--- src/design/dcache_pkg.sv ---
/*
 * Data cache shared definitions
 * Requester opcodes, controller states and the line geometry
 * used by the cache, its controller and the bus masters
 */
package dcache_pkg;

	// Bus and cache word width
	localparam int DATA_W = 32;

	// Four words per line, selected by two offset bits
	localparam int WORDS_PER_LINE = 4;
	localparam int OFFSET_W = 2;
	localparam int LINE_W = WORDS_PER_LINE * DATA_W;

	// Requester opcodes
	typedef enum logic [1:0] {
		OP_LOAD,
		OP_STORE,
		OP_INV
	} mem_op_e;

	// Request controller states
	typedef enum logic [2:0] {
		ST_IDLE,
		ST_LOOKUP,
		ST_POST,
		ST_FETCH,
		ST_FILL_DONE,
		ST_RESP
	} mu_state_e;

endpackage

--- src/design/read_engine.sv ---
/*
 * Fill read engine
 * APB read master that fetches one word or a whole four-word
 * line into a line buffer and pulses done at the end
 */
module read_engine
	import dcache_pkg::*;
#(
	parameter int ADDR_W = 10
) (
	input  logic              clk,
	input  logic              arst_n,
	input  logic              start,
	input  logic [ADDR_W-1:0] start_addr,
	input  logic              line,
	input  logic [DATA_W-1:0] prdata,
	input  logic              pready,
	output logic              done,
	output logic [LINE_W-1:0] line_data,
	output logic              psel,
	output logic              penable,
	output logic [ADDR_W-1:0] paddr,
	output logic              pwrite
);

	localparam int BASE_W = ADDR_W - OFFSET_W - 2;

	logic                busy;
	logic                mode_line;
	logic [BASE_W-1:0]   base;
	logic [OFFSET_W-1:0] cnt;
	logic                last;

	// A single-word read ends after one beat, a line after the last offset
	assign last = !mode_line || (&cnt);

	assign psel = busy;
	assign pwrite = 1'b0;
	assign paddr = {base, cnt, 2'b00};

	// ============================================================
	// Beat sequencing
	// ============================================================
	always_ff @(posedge clk or negedge arst_n) begin
		if (!arst_n) begin
			busy <= 1'b0;
			penable <= 1'b0;
			done <= 1'b0;
			mode_line <= 1'b0;
			cnt <= '0;
		end else begin
			done <= 1'b0;
			if (start) begin
				busy <= 1'b1;
				penable <= 1'b0;
				mode_line <= line;
				// A line always starts at word zero of its base
				cnt <= line ? '0 : start_addr[OFFSET_W+1:2];
			end else if (busy) begin
				if (!penable) begin
					penable <= 1'b1;
				end else if (pready) begin
					penable <= 1'b0;
					if (last) begin
						busy <= 1'b0;
						done <= 1'b1;
					end else begin
						cnt <= cnt + 1'b1;
					end
				end
			end
		end
	end

	// Line base and collected words
	always_ff @(posedge clk) begin
		if (start)
			base <= start_addr[ADDR_W-1:OFFSET_W+2];
		if (penable && pready)
			line_data[cnt*DATA_W +: DATA_W] <= prdata;
	end

endmodule

--- config.mk ---
export PLATFORM = sky130hd
export DESIGN_NAME = read_engine
export DESIGN_NICKNAME = d
export VERILOG_FILES = /design/src/design/dcache_pkg.sv /design/src/design/read_engine.sv
export SDC_FILE = /design/constraint.sdc
export NUM_CORES = 1
export LEC_CHECK = 0
export BUFFER_PORTS_ARGS = -buffer_cell sky130_fd_sc_hd__buf_2
export CELL_PAD_IN_SITES_DETAIL_PLACEMENT = 2
export CELL_PAD_IN_SITES_GLOBAL_PLACEMENT = 2
export CORE_UTILIZATION = 30
export DETAILED_ROUTE_END_ITERATION = 10
export PLACE_DENSITY = 0.76
export SYNTH_ARGS = -nofsm -noshare
export SYNTH_HDL_FRONTEND = slang
export SYNTH_SLANG_ARGS = --single-unit
--- constraint.sdc ---
create_clock -name clk -period 2.25 [get_ports clk]
set_input_delay 0.3375 -clock clk [delete_from_list [all_inputs] [get_ports clk]]
set_output_delay 0.3375 -clock clk [all_outputs]
set_load 0.03 [all_outputs]
# After elaboration in Yosys (flattened, before gate mapping)
# Cells that the tools add are included.
# W data, S select, Z words.
dict set report totals {
  latchBits 0
  memories 0
  wordCells 41
  ff_bits 140
  input_bits 47
  romBits 0
  ramBits 0
}
dict set report op_classes {
  n_div 0
  magnitude_cmp 0
  reduce_logical 8
  muxes 21
  multipliers 0
  n_bitwise 0
  eq_ne 1
  n_shift 2
  add_sub_neg 2
}
# op count
set op_table {}
lappend op_table {{$bwmux W128} 1}
lappend op_table {{$shift A32 B34 Y128 const A} 1}
lappend op_table {{$shiftx A32 B34 Y128} 1}
lappend op_table {{$neg A7 Y34} 1}
lappend op_table {{$mux W1} 14}
lappend op_table {{$mux W2} 6}
lappend op_table {{$reduce_bool A2 Y1} 3}
lappend op_table {{$reduce_and A4 Y1} 1}
lappend op_table {{$add A2 B1 Y2 const B} 1}
lappend op_table {{$ne A2 B2 Y1 const B} 1}
lappend op_table {{$reduce_and A2 Y1} 1}
lappend op_table {{$logic_and A1 B1 Y1} 1}
lappend op_table {{$logic_not A1 Y1} 1}
lappend op_table {{$logic_or A1 B1 Y1} 1}

# Logic depth before layout (Yosys ltp)
# Gate-level depths: netlist of the first run.
dict set report depth {
  word_depth 7
  ltp_mapped 6
}

# Worst setup path after synthesis of the first run
# Ideal clock, no wire load.
dict set report synth_path {
  kind {register -> register}
  startpoint {register, netlist name cnt[0]}
  endpoint {register line_data[0] (enable)}
  required_ns 1.858
  path_stages_with_launch 4
  arrival_ns 1.875
  slack_ns -0.017
  path_buffers 0
  setup_ns 0.392
  path_cell_list {dfrtp_1 > inv_2 > ha_1 > and3_1}
}
# item line
set synth_lines {}
lappend synth_lines {{to (signal, indexed assignment)} read_engine.sv:80} ;# line_data[cnt*DATA_W +: DATA_W] <= prdata;
lappend synth_lines {{to (decl)} read_engine.sv:19} ;# output logic [LINE_W-1:0] line_data,

# Worst setup path after layout of the first run
dict set report layout_path {
  startpoint {register cnt[1]}
  endpoint {register line_data[20] (data pin)}
}
dict set report layout_via {
  elab_chain_cells 3
  word_cells_on_any_way 4
}
# item line
set layout_lines {}
lappend layout_lines {{from (decl)} read_engine.sv:31} ;# logic [OFFSET_W-1:0] cnt;
lappend layout_lines {{from (signal assigned)} read_engine.sv:58} ;# cnt <= line ? '0 : start_addr[OFFSET_W+1:2];
lappend layout_lines {{from (signal assigned)} read_engine.sv:68} ;# cnt <= cnt + 1'b1;
lappend layout_lines {{$neg A7 Y34 *} read_engine.sv:80}
lappend layout_lines {{$shiftx A32 B34 Y128 / $shift A32 B34 Y128 (equally long branches)} read_engine.sv:80}
lappend layout_lines {{$bwmux W128 *} read_engine.sv:80}
# Mark *: on every way between the ends. The rest lies on a longest branch, timed or not.
# A chain may end at the register's enable or synchronous reset.

==> out/results.txt, run 1 <==
The flow ran to the end, and the final reports show no timing, DRC or antenna violations. At the end of routability-driven placement, the weighted congestion stood at 0.7351. The tools report the data required time of the worst path as 2.52 ns. The run gives 1773 as the number of fillers in the final layout. In this run, synthesis inferred 134 flip-flops with an integrated enable. The number of different library cells used by synthesis comes to 30. The die area was 18520 sq um. The first-pass GRT wire length came out at 22370 microns. Number of input and output port buffers inserted: 183. The initial antenna violation count came out at 1. The number of placement rows was 48. For the count of synthesis-stage warnings from yosys, the log shows 0. The tools report the number of I/O pins as 189.

The startpoint identified for the worst register-to-register timing path is cnt[1]. The latest clock arrival within the worst-skew pair is 0.41 ns. The clock sink count is 140, and the share of the synthesized area in the top cell type is 0.7458. The most common cell in the synthesized netlist is edfxtp_1. The cell type contributing the most total cell area after synthesis is edfxtp_1. Starting density of the core: 0.3098. The sum of overflow across all layers after global routing is 0, and the die outline height is 136.1 microns. The run gives 0 as the residual DRC count. The worst-case IR drop observed on VDD is 0.0004826 V.

Total of cells resized after clock tree synthesis: 0. The sequential-to-total area share from yosys stat is 0.7737. Count of cells along the worst hold path: 1.

Setup repair after global routing left no endpoint under its margin. The endpoint identified for the worst register-to-register timing path is line_data[20]. The largest fanout on the critical path works out to 32.

For the worst setup path, the data arrival time is 2.29 ns. The most used flip-flop cell after synthesis was edfxtp_1. Clock tree synthesis selected as its root buffer the cell clkbuf_16. The critical setup path kind was flop to flop. Synthesis handed over a netlist of 324 instances.

Synthesis inferred 140 register bits. Maximum frequency from static timing analysis: 495.8 MHz. STA classifies the critical path endpoint as a flop. The run gives 581 as the final net count. For the maximum level of the CTS H-tree, the log shows 4. Across the whole layout, storage elements account for 4174 sq um.

Setup violations remaining at the end of the flow were counted as 0. The tightest min-delay check is of the input port to flop type. In the final layout, the multi-input gates occupy 1126 sq um.

The analysis attributes to cell leakage a power of 2.821 nW. The number of antenna diodes in the final layout is 0. The clock passes through at most 2 buffers. The number of detailed-routing iterations run before antenna repair was 4; the minimum setup slack among reg-to-reg paths was 0.23 ns. The number of setup buffers added after CTS is 0. The tools report the total core area as 17420 sq um. The number of pins exceeding their max-slew limit in the final report was 0; the ratio of total power to cell area was 934.2 nW/um^2.

Once detailed placement completed, the half-perimeter wirelength came to 10630 microns. Entering global routing, the biggest net connects 33 pins. The smallest setup slack after layout was 0.2330 ns. The tools report the CTS buffer count as 17. The tools report the relative slew slack as 0.5691. Setup total negative slack on the finished layout was measured at 0 ns. A synthesized cell averages 16.65 sq um. In this run the most critical hold path is launched from start_addr[8].

TritonCTS built the clock tree. The worst hold path terminates at base[4]. The cell area after synthesis was 5395 sq um; the hold violation count in the final report was 0.

The async set-or-reset flop fraction in the synthesized netlist works out to 0.04286. The per-cell routed wire length works out to 19.53 microns. The global router's overall resource usage was 0.1702; the shortest period the worst path allows was 2.017 ns. Number of maximum-capacitance violations: 0. Yosys attributes the largest share of cell area to edfxtp_1, and2_1, dfrtp_1.

The floorplan step set the die width to 136.1 microns. The tools report the via count as 3358. After clock tree synthesis, the clock-pin slew on the worst setup and hold paths is 0.06 ns.

The tools report the final core area utilization as 0.4172. In the synthesized netlist, the cells that appear most often are edfxtp_1, and2_1, clkbuf_2. Clock skew on the completed layout was measured at 0.004355 ns. The worst setup path is launched from a flop. The number of hold buffers added after cts came out at 1. The number of cells on the worst reg-to-reg path is 4. The violation count after the first detailed-routing iteration is 133, and the synthesis-to-layout area growth is 34.69%. The share of final-layout standard cells stronger than drive strength 1 came out at 0.4352. The final worst-path cycle share came out at 0.8964. In the routed layout, each cell is associated on average with a via count of 4.390. The logs give 0.2076 ns for the worst setup timing slack at the placement stage and 14940 microns for the wire length after detailed routing.

The logs give 3706 for the number of global-route vias before repair and 0 for the number of nets still failing antenna checks after routing. The slew at the pin with the worst max-slew slack was 0.6463 ns.
==> worst max path at each step <==
stage	startpoint	end	slack, ns	depth (start not counted)
finish	cnt[1]	line_data[20]	0.23	4
global route	cnt[1]	line_data[28]	0.05	4
CTS	cnt[1]	line_data[18]	0.14	4
global placement	cnt[1]	line_data[7]	0.29	4
floorplan	cnt[0]	line_data[64]	0.15	3
detailed placement	cnt[1]	line_data[23]	0.21	4
==> per-stage QoR <==
| stage | power [W] | instances | cell area [sq um] | hold WS, ns |
|---|---|---|---|---|
| after floorplan | 0.003615 | 326 | 5404 | 0.04191 |
| after global placement | 0.003917 | 733 | 6654 | 0.1699 |
| after detailed placement | 0.003966 | 733 | 6654 | 0.1746 |
| after CTS | 0.006870 | 765 | 7267 | 0.07605 |
| after global routing | 0.007029 | 765 | 7267 | 0.07544 |
| final | 0.006789 | 765 | 7267 | 0.09716 |
==> layer usage <==
layer | part of all wire | track usage | vias to the layer above
li1 | - | - | 1540
met1 | 0.40 | 0.1886 | 1676
met2 | 0.53 | 0.3077 | 125
met3 | 0.066 | 0.05891 | 15
met4 | 0.0072 | 0.04444 | 2
met5 | 0.00067 | 0 | -
==> sequential cells by signal, summed over array words and instances, names as in the netlist <==
name       cells
base           6
cnt            2
done           1
line_data    128
mode_line      1
penable        1
psel           1
==> critical path, cell delays in order (launching register included) <==
cell and delay, ns:
dfrtp_1 0.44, inv_1 0.13, ha_1 0.32, and4bb_2 0.73, and2_1 0.24
==> cell usage in the layout, fill, tap and decap left out, types with 2 or more instances in the layout <==
| master | netlist | layout |
|---|---|---|
| buf_2 | 0 | 183 |
| dfrtp_1 | 6 | 6 |
| conb_1 | 1 | 3 |
| clkinvlp_4 | 0 | 2 |
| clkinv_2 | 0 | 2 |
| a21o_1 | 2 | 2 |
| buf_4 | 4 | 13 |
| clkinv_1 | 0 | 3 |
| and3b_1 | 3 | 3 |
| buf_12 | 0 | 2 |
| inv_1 | 4 | 4 |
| and3_2 | 0 | 4 |
| ha_1 | 6 | 6 |
| a31oi_1 | 2 | 2 |
| edfxtp_1 | 134 | 134 |
| and2_1 | 127 | 127 |
| bufinv_16 | 0 | 4 |
| o21ai_0 | 2 | 2 |
| clkbuf_16 | 0 | 17 |
| nor3b_4 | 0 | 2 |
| nor3b_1 | 2 | 2 |
==> report_power, final <==
group / internal (W) / switching, W / leakage, nW
combinational: 0.000274 / 0.000567 / 1.30
clock: 0.00184 / 0.00106 / 0.289
sequential: 0.00301 / 0.0000451 / 1.23
==> final cells by class <==
type	count	share of cell area
Sequential cell	140	0.5744
Clock inverter	13	0.02393
Multi-Input combinational cell	165	0.1550
Clock buffer	18	0.05906
Timing Repair Buffer	199	0.1463
Inverter	5	0.002583
Tap cell	225	0.03874
==> kinds of logic (layout without fill, tap and decap cells) <==
logic type,after synthesis,after routing,synth area share
compound gates,8,8,0.01020
other cells,1,3,0.0006951
fa+ha+maj,6,6,0.01391
simple gates,147,147,0.1760
flops,140,140,0.7737
mux,1,1,0.002087
buf+inv,21,235,0.02342
(Power assumes the default switching activity.)
==> inputs of run 2 (changes only) <==
--- a/config.mk
+++ b/config.mk
@@ -9,7 +9,9 @@
 export CELL_PAD_IN_SITES_DETAIL_PLACEMENT = 2
 export CELL_PAD_IN_SITES_GLOBAL_PLACEMENT = 2
 export CORE_UTILIZATION = 30
+export CTS_CLUSTER_DIAMETER = 60
 export DETAILED_ROUTE_END_ITERATION = 10
+export GPL_TIMING_DRIVEN = 0
 export PLACE_DENSITY = 0.76
 export SYNTH_ARGS = -nofsm -noshare
 export SYNTH_HDL_FRONTEND = slang
==> run 2 against run 1 <==
  * Worst setup slack got worse by 0.038 ns
  * Final area fell by 0.22%
  * Utilization decreased by 0.093 points
  * First-iteration DRC count is 21% lower
==> out/results.txt, run 2 (synthesis gave the netlist of run 1 again) <==
The shortest period the worst path allows is 2.055 ns, and the sum of overflow across all layers after global routing is 0. Data on the critical path is required at its endpoint by 2.42 ns. Setup violations remaining at the end of the flow were counted as 0. The first global-routing pass estimated 22830 microns of wire. The largest clock skew in the final design came out at 0.01206 ns.

The worst setup path is launched from a flop. The die covers 18520 sq um. The analysis attributes to cell leakage a power of 2.811 nW.

The logs give 0 for the number of pins exceeding their max-slew limit in the final report and 3386 for the via count. The H-tree was split into 4 levels. The aggregate negative setup slack is 0 ns. The run gives 0.4163 as the final core area utilization.

The die is 136.1 microns wide. The core region is 17420 sq um. Kind of capture point of the worst setup path: a flop. Clock root buffer master: clkbuf_16. The run gives 2 as the number of buffers between clock root and the deepest sink. The starting density of the core is 0.3098. For hold timing, the worst endpoint is base[1]. The run finished with clean final reports.

Share of final-layout standard cells stronger than drive strength 1: 0.4420. In this run the most critical hold path is launched from start_addr[5]. The tools report the violation count after the first detailed-routing iteration as 105.

The register with the most flip-flops was line_data. The tool flagged a number of max-cap violations equal to 0. The logs give 583 for the final net count and 140 for the clock sink count. The hold violation count in the final report is 0. During placement, the flow inserted port buffers numbering 183. In the final layout, the registers with the most flip-flops are line_data x128, base x6, cnt x2. For the worst flop-to-flop path, the logic depth is 5. Setup repair after global routing left no endpoint under its margin. The path class of the tightest hold or removal check is input port to flop.

At the worst endpoint, the arrival time is 2.23 ns. The clock-pin slew on the worst setup and hold paths was 0.06 ns; the final antenna diode count was 0. At the pin with the least slew margin, the transition time is 0.9202 ns. The count of cells along the worst hold path works out to 1.

The tools report the capture instance of the worst register-to-register path as line_data[16]. The congestion estimate from routability-driven global placement came to 0.7497. The synthesis-to-layout area growth was 34.39%; the die outline height was 136.1 microns. Number of I/O pins: 189. The tools report the CTS buffer count as 17. The number of global-route vias before repair was 3794; the number of nets still failing antenna checks after routing was 0.

After floorplanning, the core was divided into 48 placement rows. The maximum ir drop on the vdd rail is 0.0005153 V. Summed over all layers, the routed wires come to 15500 microns.

TritonCTS built the clock tree. The per-cell routed wire length was 20.18 microns; the maximum frequency from static timing analysis was 486.6 MHz. The number of detailed-routing iterations run before antenna repair was 4. Most frequent standard cell in the layout excluding fill and tap cells: buf_2. The minimum setup slack among reg-to-reg paths is 0.19 ns, and the pin count of the biggest net entering global routing is 33. The run gives 0.1753 as the global router's overall resource usage.

The later pin in the worst-skew pair is clocked with a latency of 0.42 ns. The initial antenna violation count was 0; the routed via count divided by cell count was 4.409. The largest fanout on the critical path works out to 10. The startpoint identified for the worst register-to-register timing path is cnt[0]. The register with the most flip-flops in the layout has 128 of them.

The logs give 0.3865 for the relative slew slack and 0 for the residual DRC count. The final worst-path cycle share came out at 0.9133. The critical path in this run is classified as flop to flop. Dividing total power by cell area gives a power density of 929.9 nW/um^2. Once detailed placement completed, the half-perimeter wirelength came to 10750 microns. In the layout the commonest cells are buf_2, edfxtp_1, and2_1.
[run 2: layout make-up]
type | count | area, sq um
buffer | 16 | 112.6
inverter | 5 | 18.77
clock buffer | 18 | 429.2
fill | 1772 | 10170
clock inverter | 14 | 170.2
sequential | 140 | 4175
timing repair buffer | 185 | 945.9
multi-input combinational | 165 | 1117
tap | 225 | 281.5
[run 2: timing repair]
item	in CTS	in global routing
endpoints found under the setup margin	42	59
buffers inserted	0	0
endpoints found under the hold margin	6	0
hold buffers	1	0
resized for setup	4	1
[run 2: report_power, final]
part	internal [W]	total [W]	switching, W
Sequential	0.00301	0.00306	0.0000496
Combinational	0.000266	0.000832	0.000565
Clock	0.00174	0.00285	0.00111
Total	0.00502	0.00674	0.00173
[run 2: critical path: stages (launching register included)]
cell and delay [ns]:
dfrtp_2 0.48, inv_2 0.11, ha_1 0.39, and4bb_2 0.29, clkbuf_2 0.27, and2_1 0.25
[run 2: worst max path at each step]
stage                      start             end  slack [ns]  cells after the start
after floorplan           cnt[0]   line_data[64]        0.15                      3
after global placement    cnt[0]   line_data[65]       -0.48                      3
after detailed placement  cnt[0]    line_data[0]       -0.04                      3
after CTS                 cnt[0]  line_data[108]        0.02                      6
after global routing      cnt[0]  line_data[104]        0.04                      6
final                     cnt[0]   line_data[16]        0.19                      5
[run 2: routing by layer]
layer	global-route usage	up-vias	wire length, microns	share of wire
met5	0	-	0	0
met4	0.06111	0	193	0.012
met3	0.04884	15	937	0.060
met2	0.3119	125	8157	0.53
met1	0.2001	1697	6212	0.40
li1	-	1549	-	-
[run 2: metrics by stage]
step	worst slack, ns	hold WS (ns)	cells	cell area (sq um)	total power, W
after detailed placement	-0.04492	0.1747	735	6625	0.003960
after CTS	0.02065	0.07119	768	7249	0.006834
after global routing	0.03628	0.07137	768	7251	0.006977
after floorplan	0.1477	0.04191	326	5404	0.003615
after global placement	-0.4774	0.1697	734	6601	0.003919
final	0.1950	0.08747	768	7251	0.006742
