--- src/design/dcache_pkg.sv ---
/*
 * Data cache shared definitions
 * Requester opcodes, controller states and the line geometry
 * used by the cache, its controller and the bus masters
 */
package dcache_pkg;

	// Bus and cache word width
	localparam int DATA_W = 32;

	// Four words per line, selected by two offset bits
	localparam int WORDS_PER_LINE = 4;
	localparam int OFFSET_W = 2;
	localparam int LINE_W = WORDS_PER_LINE * DATA_W;

	// Requester opcodes
	typedef enum logic [1:0] {
		OP_LOAD,
		OP_STORE,
		OP_INV
	} mem_op_e;

	// Request controller states
	typedef enum logic [2:0] {
		ST_IDLE,
		ST_LOOKUP,
		ST_POST,
		ST_FETCH,
		ST_FILL_DONE,
		ST_RESP
	} mu_state_e;

endpackage

--- src/design/apb_arbiter.sv ---
/*
 * Two-master APB arbiter
 * Fixed priority with the write buffer first, grant taken at
 * a setup phase and held until the access completes
 */
module apb_arbiter
	import dcache_pkg::*;
#(
	parameter int ADDR_W = 10
) (
	input  logic              clk,
	input  logic              arst_n,
	// Master 0, the write buffer
	input  logic              m0_psel,
	input  logic              m0_penable,
	input  logic [ADDR_W-1:0] m0_paddr,
	input  logic              m0_pwrite,
	input  logic [DATA_W-1:0] m0_pwdata,
	output logic [DATA_W-1:0] m0_prdata,
	output logic              m0_pready,
	// Master 1, the read engine
	input  logic              m1_psel,
	input  logic              m1_penable,
	input  logic [ADDR_W-1:0] m1_paddr,
	input  logic              m1_pwrite,
	output logic [DATA_W-1:0] m1_prdata,
	output logic              m1_pready,
	// Slave side
	output logic              s_psel,
	output logic              s_penable,
	output logic [ADDR_W-1:0] s_paddr,
	output logic              s_pwrite,
	output logic [DATA_W-1:0] s_pwdata,
	input  logic [DATA_W-1:0] s_prdata,
	input  logic              s_pready
);

	logic busy;
	logic owner;
	logic pick;
	logic gnt;

	// Write buffer wins any tie, keeping older stores ahead of fills
	assign pick = m0_psel ? 1'b0 : 1'b1;
	assign gnt = busy ? owner : pick;

	// The first granted cycle is always presented to the slave as setup
	assign s_psel = busy || m0_psel || m1_psel;
	assign s_penable = busy && (gnt ? m1_penable : m0_penable);
	assign s_paddr = gnt ? m1_paddr : m0_paddr;
	assign s_pwrite = gnt ? m1_pwrite : m0_pwrite;
	// Only master 0 writes
	assign s_pwdata = m0_pwdata;

	// A waiting master sits in access until its own pready
	assign m0_pready = s_penable && s_pready && !gnt;
	assign m1_pready = s_penable && s_pready && gnt;
	assign m0_prdata = s_prdata;
	assign m1_prdata = s_prdata;

	always_ff @(posedge clk or negedge arst_n) begin
		if (!arst_n) begin
			busy <= 1'b0;
			owner <= 1'b0;
		end else if (!busy) begin
			if (m0_psel || m1_psel) begin
				busy <= 1'b1;
				owner <= pick;
			end
		end else if (s_penable && s_pready) begin
			busy <= 1'b0;
		end
	end

	a_grant_held: assert property (@(posedge clk) disable iff (!arst_n)
		(s_penable && !s_pready) |=> (busy && $stable(owner)))
		else $error("apb_arbiter: grant moved during a pending access");

endmodule

--- config.mk ---
export PLATFORM = sky130hd
export DESIGN_NAME = apb_arbiter
export DESIGN_NICKNAME = d
export VERILOG_FILES = /design/src/design/dcache_pkg.sv /design/src/design/apb_arbiter.sv
export SDC_FILE = /design/constraint.sdc
export NUM_CORES = 1
export LEC_CHECK = 0
export ABC_CLOCK_PERIOD_IN_PS = 1300
export BUFFER_PORTS_ARGS = -buffer_cell sky130_fd_sc_hd__buf_4
export CORE_AREA = 2 2 78 80
export DETAILED_ROUTE_END_ITERATION = 12
export DIE_AREA = 0 0 80 82
export MAX_ROUTING_LAYER = met4
export PLACE_DENSITY = 0.72
export SETUP_SLACK_MARGIN = 0.5
export SYNTH_ARGS = -nofsm -noshare
export SYNTH_HDL_FRONTEND = slang
export SYNTH_SLANG_ARGS = --single-unit
--- constraint.sdc ---
create_clock -name clk -period 1.3 [get_ports clk]
set_clock_uncertainty 0.05 [all_clocks]
set_input_delay 0.195 -clock clk [delete_from_list [all_inputs] [get_ports clk]]
set_output_delay 0.195 -clock clk [all_outputs]
set_load 0.01 [all_outputs]
=== Yosys cells after proc, flatten, opt, wreduce, memory -nomap -nowiden ===
Index checks and enable logic that the tools add are counted.

* Output and inout port bits: 111
* Register bits after elaboration: 2
* Word-level logic and storage cells: 20

* Bitwise operators: 1
* Muxes and demuxes: 8
* Reduce and logical (&&, ||, !) cells: 9

{| class="wikitable"
|+ Operators by type and width
! cell !! number
|-
| 2-to-1 mux 10 bit || 1
|-
| 2-to-1 mux 1 bit || 7
|-
| logical AND 1 bit || 4
|-
| logical OR 1 bit || 3
|-
| AND reduction 2 bit || 1
|-
| zero test 1 bit || 1
|-
| inverter 1 bit || 1
|}

=== Longest topological paths before layout ===
Gate-level depths: netlist of the first run.

* Depth after elaboration: 7
* Gate-level depth with buffers: 4
* Depth with buffers taken out: 3

=== Worst setup path after synthesis of the first run ===
No wires, ideal clock.

* Kind: flip-flop to output port
* Start point: register busy
* End point: output s_paddr[0]
* Stages on the path, launching flop included: 5
* Data required time: 1.055 ns
* Path buffers: 1
* Arrival: 1.131 ns
* Setup slack: -0.076 ns
* Path through: dfrtp_1 > nor2_1 > a21oi_2 > buf_6 > mux2_2

* Cells in the longest elaborated chain, start to end: 2

{| class="wikitable"
|+ RTL lines
! item !! RTL line !! text
|-
| start: declaration || apb_arbiter.sv:38 || <nowiki>logic busy;</nowiki>
|-
| start signal: assignment || apb_arbiter.sv:63 || <nowiki>busy <= 1'b0;</nowiki>
|-
| start signal: assignment || apb_arbiter.sv:67 || <nowiki>busy <= 1'b1;</nowiki>
|-
| start signal: assignment || apb_arbiter.sv:71 || <nowiki>busy <= 1'b0;</nowiki>
|-
| 2-to-1 mux 1 bit || apb_arbiter.sv:45 || <nowiki>assign gnt = busy ? owner : pick;</nowiki>
|-
| 2-to-1 mux 10 bit || apb_arbiter.sv:50 || <nowiki>assign s_paddr = gnt ? m1_paddr : m0_paddr;</nowiki>
|-
| end: declaration || apb_arbiter.sv:31 || <nowiki>output logic [ADDR_W-1:0] s_paddr,</nowiki>
|}

No other way between the ends.

=== Worst setup path in the final report of the first run ===
* Start point: register busy
* End point: output s_paddr[7]

Same word-level chain as after synthesis.

==> results.cfg, run 1 <==
[route]
dr_total_vias = 545
drt_first_pass_iters = 2
ant_nets = 0
wl_per_cell_um = 14.58
wl_um = 2318
via_per_inst = 3.428
route.detailed.drc = 0
drtIter0Drc = 4

[synth]
synth_fp_nets = 217
yosys.area.top_type = buf_4
ys_seq_area_share_pct = 5.141
ys_warn_count = 0
post_synth_inst_count = 124
synth_top_area_share_pct = 74.04
yosys-top-cells-area = buf_4, mux2_2, dfrtp_1
ys_types = 12
ys_ff_latch = 2
synth_area_sq_um = 973.4
syn_area_per_cell_sq_um = 7.850

[global_routing]
grt_pass1_wl_um = 2732
antenna_found_initial = 0
grt_pass1_vias = 542
grt_usage_pct = 6.023
grt.overflow.total = 0
grt_max_degree = 10

[worst_setup_path]
required_ns = 1.05
r2r-end = busy
start_kind = register
crit_slowest_cell = dfrtp_1
crit_path_cell_trace = nor2_2 > a21oi_4 > buf_12 > mux2_4 > buf_6
reg2regPathDepth = 6
rr_startpoint = busy
cp_max_fo = 9
path_class = register to primary output
endpoint_kind = primary output
slowest_delay_ns = 0.41
critPathArrivalTime_ns = 1.47
ff2ff_setup_slack_ns = 0.03

[clock_network]
cts_tree = built
clockBufferDepth = 2
cts_buffers = 3
htree_levels = 1
clock_latency_ns = 0.21
clkSinkCount = 2
path_clk_slew_ns = 0.03
root_buffer = clkbuf_8

[floorplanning]
die_area_sq_um = 6560
boundaryPins = 204
rows = 28
start_util_pct = 16.94
core_area_sq_um = 5746
die_h_um = 82
die_width_um = 80

[timing]
hold_violations = 0
slew-limit-headroom_pct = 87.86
rsz0062_at_grt = true
fin_tns_setup_ns = -5.624
tightest_slew_ns = 0.1817
final_max_slew_viol_count = 0
layout_setup_ws_ns = -0.4143
fmax_mhz = 583.3
fin_crit_sh_pct = 131.9
setup_violations = 15
period_minus_slack_ns = 1.714

[power]
peakVddDrop_mv = 0.2236
total_power_mw = 0.7824
power_density_nw_per_um2 = 802.8
leakage_nw = 0.4800

[cells_and_area]
syn_to_final_growth_pct = 0.1285
final_nets = 179
diodes = 0
drive_above_1_share_pct = 92.86

[status]
violations = setup timing
status = finished, violations left

[min_path]
hold_end = busy
worstHoldStart = s_pready
min_path_type = primary input to register
hold_path_depth = 2

[placement]
hpwl_um = 1931
post-place-ws_ns = -0.1782
place_congestion = 0.5425
portBuffers = 43

[job]
drv_cap = 0
## cells by family after synthesis
logic type	Yosys count	synth area share (%)
simple gates	11	5.013
compound gates	2	1.543
flops	2	5.142
mux	11	12.73
buf+inv	98	75.58
## flip-flops by register name (all words and copies together), names as in the netlist
register,flops
busy,1
owner,1
## what timing repair did
item | CTS | global route
hold buffers | 1 | 0
hold endpoints to repair | 2 | 0
gates cloned | 0 | 0
endpoints found under the setup margin | 17 | 17
buffers inserted | 4 | 1
resized for setup | 25 | 7
pin swaps | 2 | 0
## Yosys cell counts (all sizes together)
cell type	number
buf	97
dfrtp	2
nor3	1
nor2	5
and2	1
mux2	11
a31oi	1
inv	1
nand2b	1
a21oi	1
nand2	3
## report_power, final
group	switching [mW]	leakage, nW	total [mW]	internal, mW
Clock	0.0467	0.0216	0.242	0.196
Sequential	0.00916	0.0237	0.0786	0.0695
Combinational	0.159	0.435	0.462	0.303
Total	0.215	0.480	0.782	0.568
## through the flow
| step | cell area [sq um] | std cells | hold slack (ns) | utilization [%] |
|---|---|---|---|---|
| final | 974.7 | 159 | 0.1570 | 16.96 |
| after global placement | 762.0 | 150 | -0.06684 | 13.26 |
| after global routing | 974.7 | 159 | 0.1651 | 16.96 |
| after CTS | 937.1 | 158 | 0.1563 | 16.31 |
| after detailed placement | 762.0 | 150 | -0.06260 | 13.26 |
| after floorplan | 1027 | 124 | -0.1506 | - |
## layout by cell type, fill, tap and decap left out
| master | count |
|---|---|
| nor2_2 | 2 |
| nand2_4 | 2 |
| buf_4 | 33 |
| dfrtp_1 | 2 |
| nor2_1 | 1 |
| dlygate4sd3_1 | 1 |
| a31oi_1 | 1 |
| clkbuf_8 | 3 |
| mux2_4 | 11 |
| inv_1 | 1 |
| nand2b_4 | 1 |
| nor2_4 | 2 |
| and2_4 | 1 |
| nand2_2 | 1 |
| buf_6 | 19 |
| buf_12 | 1 |
| nor3_4 | 1 |
| a21oi_4 | 1 |
## metal layers
layer | wire length [um] | vias up | GRT usage, %
li1 | - | 210 | -
met1 | 446 | 225 | 2.673
met2 | 1168 | 74 | 10.42
met3 | 499 | 36 | 4.835
met4 | 204 | 0 | 7.627
met5 | 0 | - | -
## worst max path at each step
stage                     startpoint         end  slack, ns  depth (start not counted)
after detailed placement        busy  s_paddr[9]      -0.18                          5
final                           busy  s_paddr[7]      -0.41                          5
after CTS                      owner  s_paddr[9]      -0.40                          4
after floorplan                 busy  s_paddr[0]      -0.06                          4
after global routing            busy  s_paddr[5]      -0.47                          5
after global placement          busy  s_paddr[8]      -0.14                          5
## worst max-delay path: cells and delay by family, from the launching register on
kind            cells  cell delay [ns]
buf+inv             2             0.29
mux                 1             0.31
simple gates        1             0.07
compound gates      1             0.18
flops               1             0.41
## cell type report
type,count,area [sq um]
multi-input cells,24,294.0
inverters,1,3.754
flip-flops and latches,2,50.05
clock buffers,3,41.29
well taps,75,93.84
repair buffers,54,491.7
fillers,637,4771
Power figures use the tool's default switching activity.
==> inputs of run 2 (changes only) <==
--- a/config.mk
+++ b/config.mk
@@ -5,13 +5,13 @@
 export SDC_FILE = /design/constraint.sdc
 export NUM_CORES = 1
 export LEC_CHECK = 0
-export ABC_CLOCK_PERIOD_IN_PS = 1300
+export ABC_CLOCK_PERIOD_IN_PS = 2200
 export BUFFER_PORTS_ARGS = -buffer_cell sky130_fd_sc_hd__buf_4
-export CORE_AREA = 2 2 78 80
+export CORE_AREA = 2 2 79 81
 export DETAILED_ROUTE_END_ITERATION = 12
-export DIE_AREA = 0 0 80 82
+export DIE_AREA = 0 0 81 83
 export MAX_ROUTING_LAYER = met4
-export PLACE_DENSITY = 0.72
+export PLACE_DENSITY = 0.68
 export SETUP_SLACK_MARGIN = 0.5
 export SYNTH_ARGS = -nofsm -noshare
 export SYNTH_HDL_FRONTEND = slang
==> constraint.sdc (replaced) <==
create_clock -name clk -period 2.2 [get_ports clk]
set_clock_uncertainty 0.05 [all_clocks]
set_input_delay 0.33 -clock clk [delete_from_list [all_inputs] [get_ports clk]]
set_output_delay 0.33 -clock clk [all_outputs]
set_load 0.01 [all_outputs]
==> run 2 against run 1 <==
  * The run now ends clean
  * Worst setup slack improved by 0.79 ns
  * Combinational power down 50%
  * First-iteration DRC count rose to 4.3 times the previous value
  * Count of clock-buffer cells in the layout stayed put
  * Register-to-register slack better by 1.1 ns
  * Sequential power down 43%
  * Final cell count shrank 3.1%
  * Routed wire length decreased by 5.2%
  * Total power fell by 47%
  * Non-clock buffer count is 5 lower
  * Global-route usage up 0.40 points
  * Cell area is 14% lower
  * Largest power group unchanged
  * Highest routed layer unchanged
==> results.cfg, run 2 (synthesized netlist as in run 1, its figures left out) <==
[status]
status = completed

[floorplanning]
rows = 28
die_width_um = 81
core_area_sq_um = 5816
die_area_sq_um = 6723
boundaryPins = 204
start_util_pct = 16.74
die_h_um = 83

[clock_network]
cts_tree = built
path_clk_slew_ns = 0.03
clockBufferDepth = 2
root_buffer = clkbuf_8
cts_buffers = 3
clkSinkCount = 2
clock_latency_ns = 0.21
htree_levels = 1

[worst_setup_path]
critPathArrivalTime_ns = 1.45
cp.buffers_inverters = 2
r2r-end = owner
endpoint_kind = primary output
path_class = register to primary output
ff2ff_setup_slack_ns = 1.10
path_delay_family = flip-flops
rr_startpoint = busy
crit_path_cell_trace = a21oi_2 > buf_6 > mux2_4 > buf_6
required_ns = 1.82
start_kind = register
reg2regPathDepth = 4
crit_top_cell = buf_6
cp_max_fo = 6
slowest_delay_ns = 0.39
crit_slowest_cell = dfrtp_1
cp-startpoint = busy

[route]
route.detailed.drc = 0
drt_first_pass_iters = 2
wl_um = 2197
wl_per_cell_um = 14.27
ant_nets = 0
dr_total_vias = 514
via_per_inst = 3.338
drtIter0Drc = 17

[timing]
final_max_slew_viol_count = 0
rsz0062_at_grt = true
hold_violations = 0
fin_tns_setup_ns = 0
setup_violations = 0
layout_setup_ws_ns = 0.3720
tightest_slew_ns = 0.2375
period_minus_slack_ns = 1.828
slew-limit-headroom_pct = 84.04
fmax_mhz = 547.0
fin_crit_sh_pct = 83.09

[cells_and_area]
final_nets = 174
nFillCells = 675
multi_input_area_sq_um = 229.0
reg_top3 = busy: 1 flops, owner: 1 flops
drive_above_1_share_pct = 81.01
finalInstanceArea_sq_um = 837.1
final_common_cell = buf_4
utilization_pct = 14.39
seqCellArea_sq_um = 50.05
layout_common_cells = buf_4, buf_6, mux2_4, nor2_1
diodes = 0
syn_to_final_growth_pct = -14.01

[placement]
post-place-ws_ns = 0.5454
placed_area_sq_um = 665.6
hpwl_um = 1666
portBuffers = 43
place_congestion = 0.7584

[power]
peakVddDrop_mv = 0.1729
total_power_mw = 0.4163
power_density_nw_per_um2 = 497.3
leakage_nw = 0.4244

[global_routing]
grt_pass1_vias = 622
grt_usage_pct = 6.420
grt.overflow.total = 0
grt_max_degree = 7
grt_pass1_wl_um = 3125
antenna_found_initial = 0

[job]
drv_cap = 0

[min_path]
min_path_type = primary input to register
hold_end = busy
hold_path_depth = 2
worstHoldStart = s_pready
==> run 2: changes by cell type in the layout (fill, tap and decap cells not counted), moves of 2 or more <==
cell,change
nor2_4,-2
buf_4,+2
buf_6,-6
nand2_4,-2
nor2_1,+4
nand2_1,+3
nor2_2,-2
==> run 2: metrics by stage <==
step / std cells / hold slack [ns]
2_1_floorplan: 124 / -0.01559
3_3_place_gp: 146 / 0.06422
3_5_place_dp: 146 / 0.06846
4_1_cts: 154 / 0.2841
5_1_grt: 154 / 0.2993
6_report: 154 / 0.2907
==> run 2: metal layers <==
layer / vias up / GRT usage, % / wire length, um
li1: 199 / - / -
met1: 203 / 3.937 / 466
met2: 68 / 8.866 / 978
met3: 44 / 4.674 / 452
met4: 0 / 9.707 / 299
met5: - / - / 0
==> run 2: final cells by class <==
| class | instances | share of cell area (%) |
|---|---|---|
| Sequential cell | 2 | 5.979 |
| Timing Repair Buffer | 49 | 50.07 |
| Inverter | 1 | 0.4484 |
| Multi-Input combinational cell | 24 | 27.35 |
| Clock buffer | 3 | 4.933 |
| Tap cell | 75 | 11.21 |
==> run 2: worst max path at each step <==
stage | end | slack [ns] | depth (start not counted)
final | s_paddr[9] | 0.37 | 4
after global routing | s_paddr[9] | 0.33 | 5
after CTS | s_paddr[9] | 0.38 | 4
after detailed placement | s_paddr[9] | 0.55 | 5
after global placement | s_paddr[2] | 0.56 | 5
after floorplan | s_paddr[0] | 0.69 | 4
==> run 2: what timing repair did <==
action,CTS,global route
setup buffers,3,0
gates cloned,1,0
gates resized for setup,25,0
endpoints found under the setup margin,11,11
endpoints found under the hold margin,2,0
hold buffers,1,0
pin swaps,1,0
==> run 2: power by group <==
group	switching [mW]	leakage, nW	internal, mW
combinational	0.0808	0.379	0.149
sequential	0.00347	0.0237	0.0411
clock	0.0263	0.0216	0.116
==> inputs of run 3 (changes only) <==
--- a/config.mk
+++ b/config.mk
@@ -5,13 +5,13 @@
 export SDC_FILE = /design/constraint.sdc
 export NUM_CORES = 1
 export LEC_CHECK = 0
-export ABC_CLOCK_PERIOD_IN_PS = 2200
+export ABC_CLOCK_PERIOD_IN_PS = 1700
 export BUFFER_PORTS_ARGS = -buffer_cell sky130_fd_sc_hd__buf_4
-export CORE_AREA = 2 2 79 81
+export CORE_AREA = 2 2 78 80
 export DETAILED_ROUTE_END_ITERATION = 12
-export DIE_AREA = 0 0 81 83
+export DIE_AREA = 0 0 80 82
 export MAX_ROUTING_LAYER = met4
-export PLACE_DENSITY = 0.68
+export PLACE_DENSITY = 0.69
 export SETUP_SLACK_MARGIN = 0.5
 export SYNTH_ARGS = -nofsm -noshare
 export SYNTH_HDL_FRONTEND = slang
==> constraint.sdc (replaced) <==
create_clock -name clk -period 1.7 [get_ports clk]
set_clock_uncertainty 0.05 [all_clocks]
set_input_delay 0.255 -clock clk [delete_from_list [all_inputs] [get_ports clk]]
set_output_delay 0.255 -clock clk [all_outputs]
set_load 0.01 [all_outputs]
==> run 3 against run 2 <==
  * The flow now finishes with violations (setup timing)
  * Clock power is 31% higher
  * Non-clock buffer count is 5 higher
  * Worst setup slack got worse by 0.38 ns
  * Final cell count rose by 3.2%
  * Sequential share of layout area decreased by 0.87 points
  * Total power up 46%
  * Largest cell class unchanged
==> results.cfg, run 3 (synthesized netlist as in run 1, its figures left out) <==
[global_routing]
grt_pass1_vias = 532
antenna_found_initial = 0
grt_usage_pct = 5.506
grt.overflow.total = 0
grt_pass1_wl_um = 2649
grt_max_degree = 13

[route]
route.detailed.drc = 0
drtIter0Drc = 2
drt_first_pass_iters = 2
dr_total_vias = 523
ant_nets = 0
via_per_inst = 3.289
wl_um = 2147
wl_per_cell_um = 13.50

[cells_and_area]
syn_to_final_growth_pct = 0.6427
diodes = 0
final_nets = 179
finalInstanceArea_sq_um = 979.7
drive_above_1_share_pct = 92.86
layout_common_cells = buf_4, buf_6, mux2_4, nand2_4, clkbuf_8
final_common_cell = buf_4
reg_top3 = busy: 1 flops, owner: 1 flops

[timing]
hold_violations = 0
fmax_mhz = 587.0
rsz0062_at_grt = true
final_max_slew_viol_count = 0
fin_crit_sh_pct = 100.2
tightest_slew_ns = 0.1492
period_minus_slack_ns = 1.704
slew-limit-headroom_pct = 90.06
layout_setup_ws_ns = -0.003550
setup_violations = 8

[placement]
placed_area_sq_um = 711.9
place_congestion = 0.6156
portBuffers = 43
post-place-ws_ns = 0.1241

[floorplanning]
rows = 28
die_width_um = 80
die_h_um = 82
start_util_pct = 16.94
die_area_sq_um = 6560
boundaryPins = 204
core_area_sq_um = 5746

[clock_network]
clkSinkCount = 2
path_clk_slew_ns = 0.03
clockBufferDepth = 2
cts_tree = built
clock_latency_ns = 0.21
cts_buffers = 3
root_buffer = clkbuf_8
htree_levels = 1

[power]
peakVddDrop_mv = 0.5602
power_density_nw_per_um2 = 621.5
leakage_nw = 0.4828

[worst_setup_path]
path_class = register to primary output
endpoint_kind = primary output
start_kind = register
required_ns = 1.39
cp_max_fo = 12
critPathArrivalTime_ns = 1.40

[status]
status = finished, violations left
violations = setup timing

[job]
drv_cap = 0

[min_path]
min_path_type = primary input to register
[run 3: what timing repair did]
item,CTS,global route
hold buffers,1,0
setup buffers,6,3
endpoints found under the setup margin,15,16
gates cloned,0,0
pin swaps,5,3
hold endpoints to repair,2,0
resized for setup,29,8
[run 3: metal layers]
layer,track usage [%],vias up,wire [um]
li1,-,211,-
met1,3.982,225,527
met2,6.917,49,989
met3,3.846,38,390
met4,9.153,0,240
met5,-,-,0
[run 3: final timing paths]
kind,end,cells past startpoint,slack (ns),start
setup / recovery,s_paddr[2],4,-0.004,busy
hold / removal,busy,2,0.24,s_pready
setup reg to reg,busy,8,0.34,owner
hold reg to reg,owner,3,0.63,owner
max in group asynchronous,owner,2,1.20,arst_n
min in group asynchronous,busy,2,0.31,arst_n
[run 3: through the flow]
stage	setup TNS [ns]	power (mW)	hold slack [ns]	cells	util, %
2_1_floorplan	0	0.4120	-0.09059	124	-
3_3_place_gp	0	0.3064	-0.01001	146	12.39
3_5_place_dp	0	0.3089	-0.01098	146	12.39
4_1_cts	-0.08071	0.5877	0.2108	156	15.98
5_1_grt	-0.6589	0.6500	0.2379	159	17.05
6_report	-0.01799	0.6089	0.2369	159	17.05
[run 3: critical path, stage by stage (launching register included)]
cell     delay [ns]
dfrtp_1        0.40
a21oi_2        0.18
buf_12         0.17
mux2_4         0.31
buf_6          0.12
[run 3: layout make-up]
class                      instances  area, sq um
timing repair buffer              54        491.7
sequential                         2        50.05
multi-input combinational         24        299.0
inverter                           1        3.754
fill                             649         4766
tap                               75        93.84
clock buffer                       3        41.29
[run 3: power breakdown]
part           total, mW  internal, mW  switching, mW  leakage [nW]
combinational      0.364         0.237          0.127         0.438
clock              0.186         0.150         0.0364        0.0216
sequential        0.0585        0.0532        0.00533        0.0237
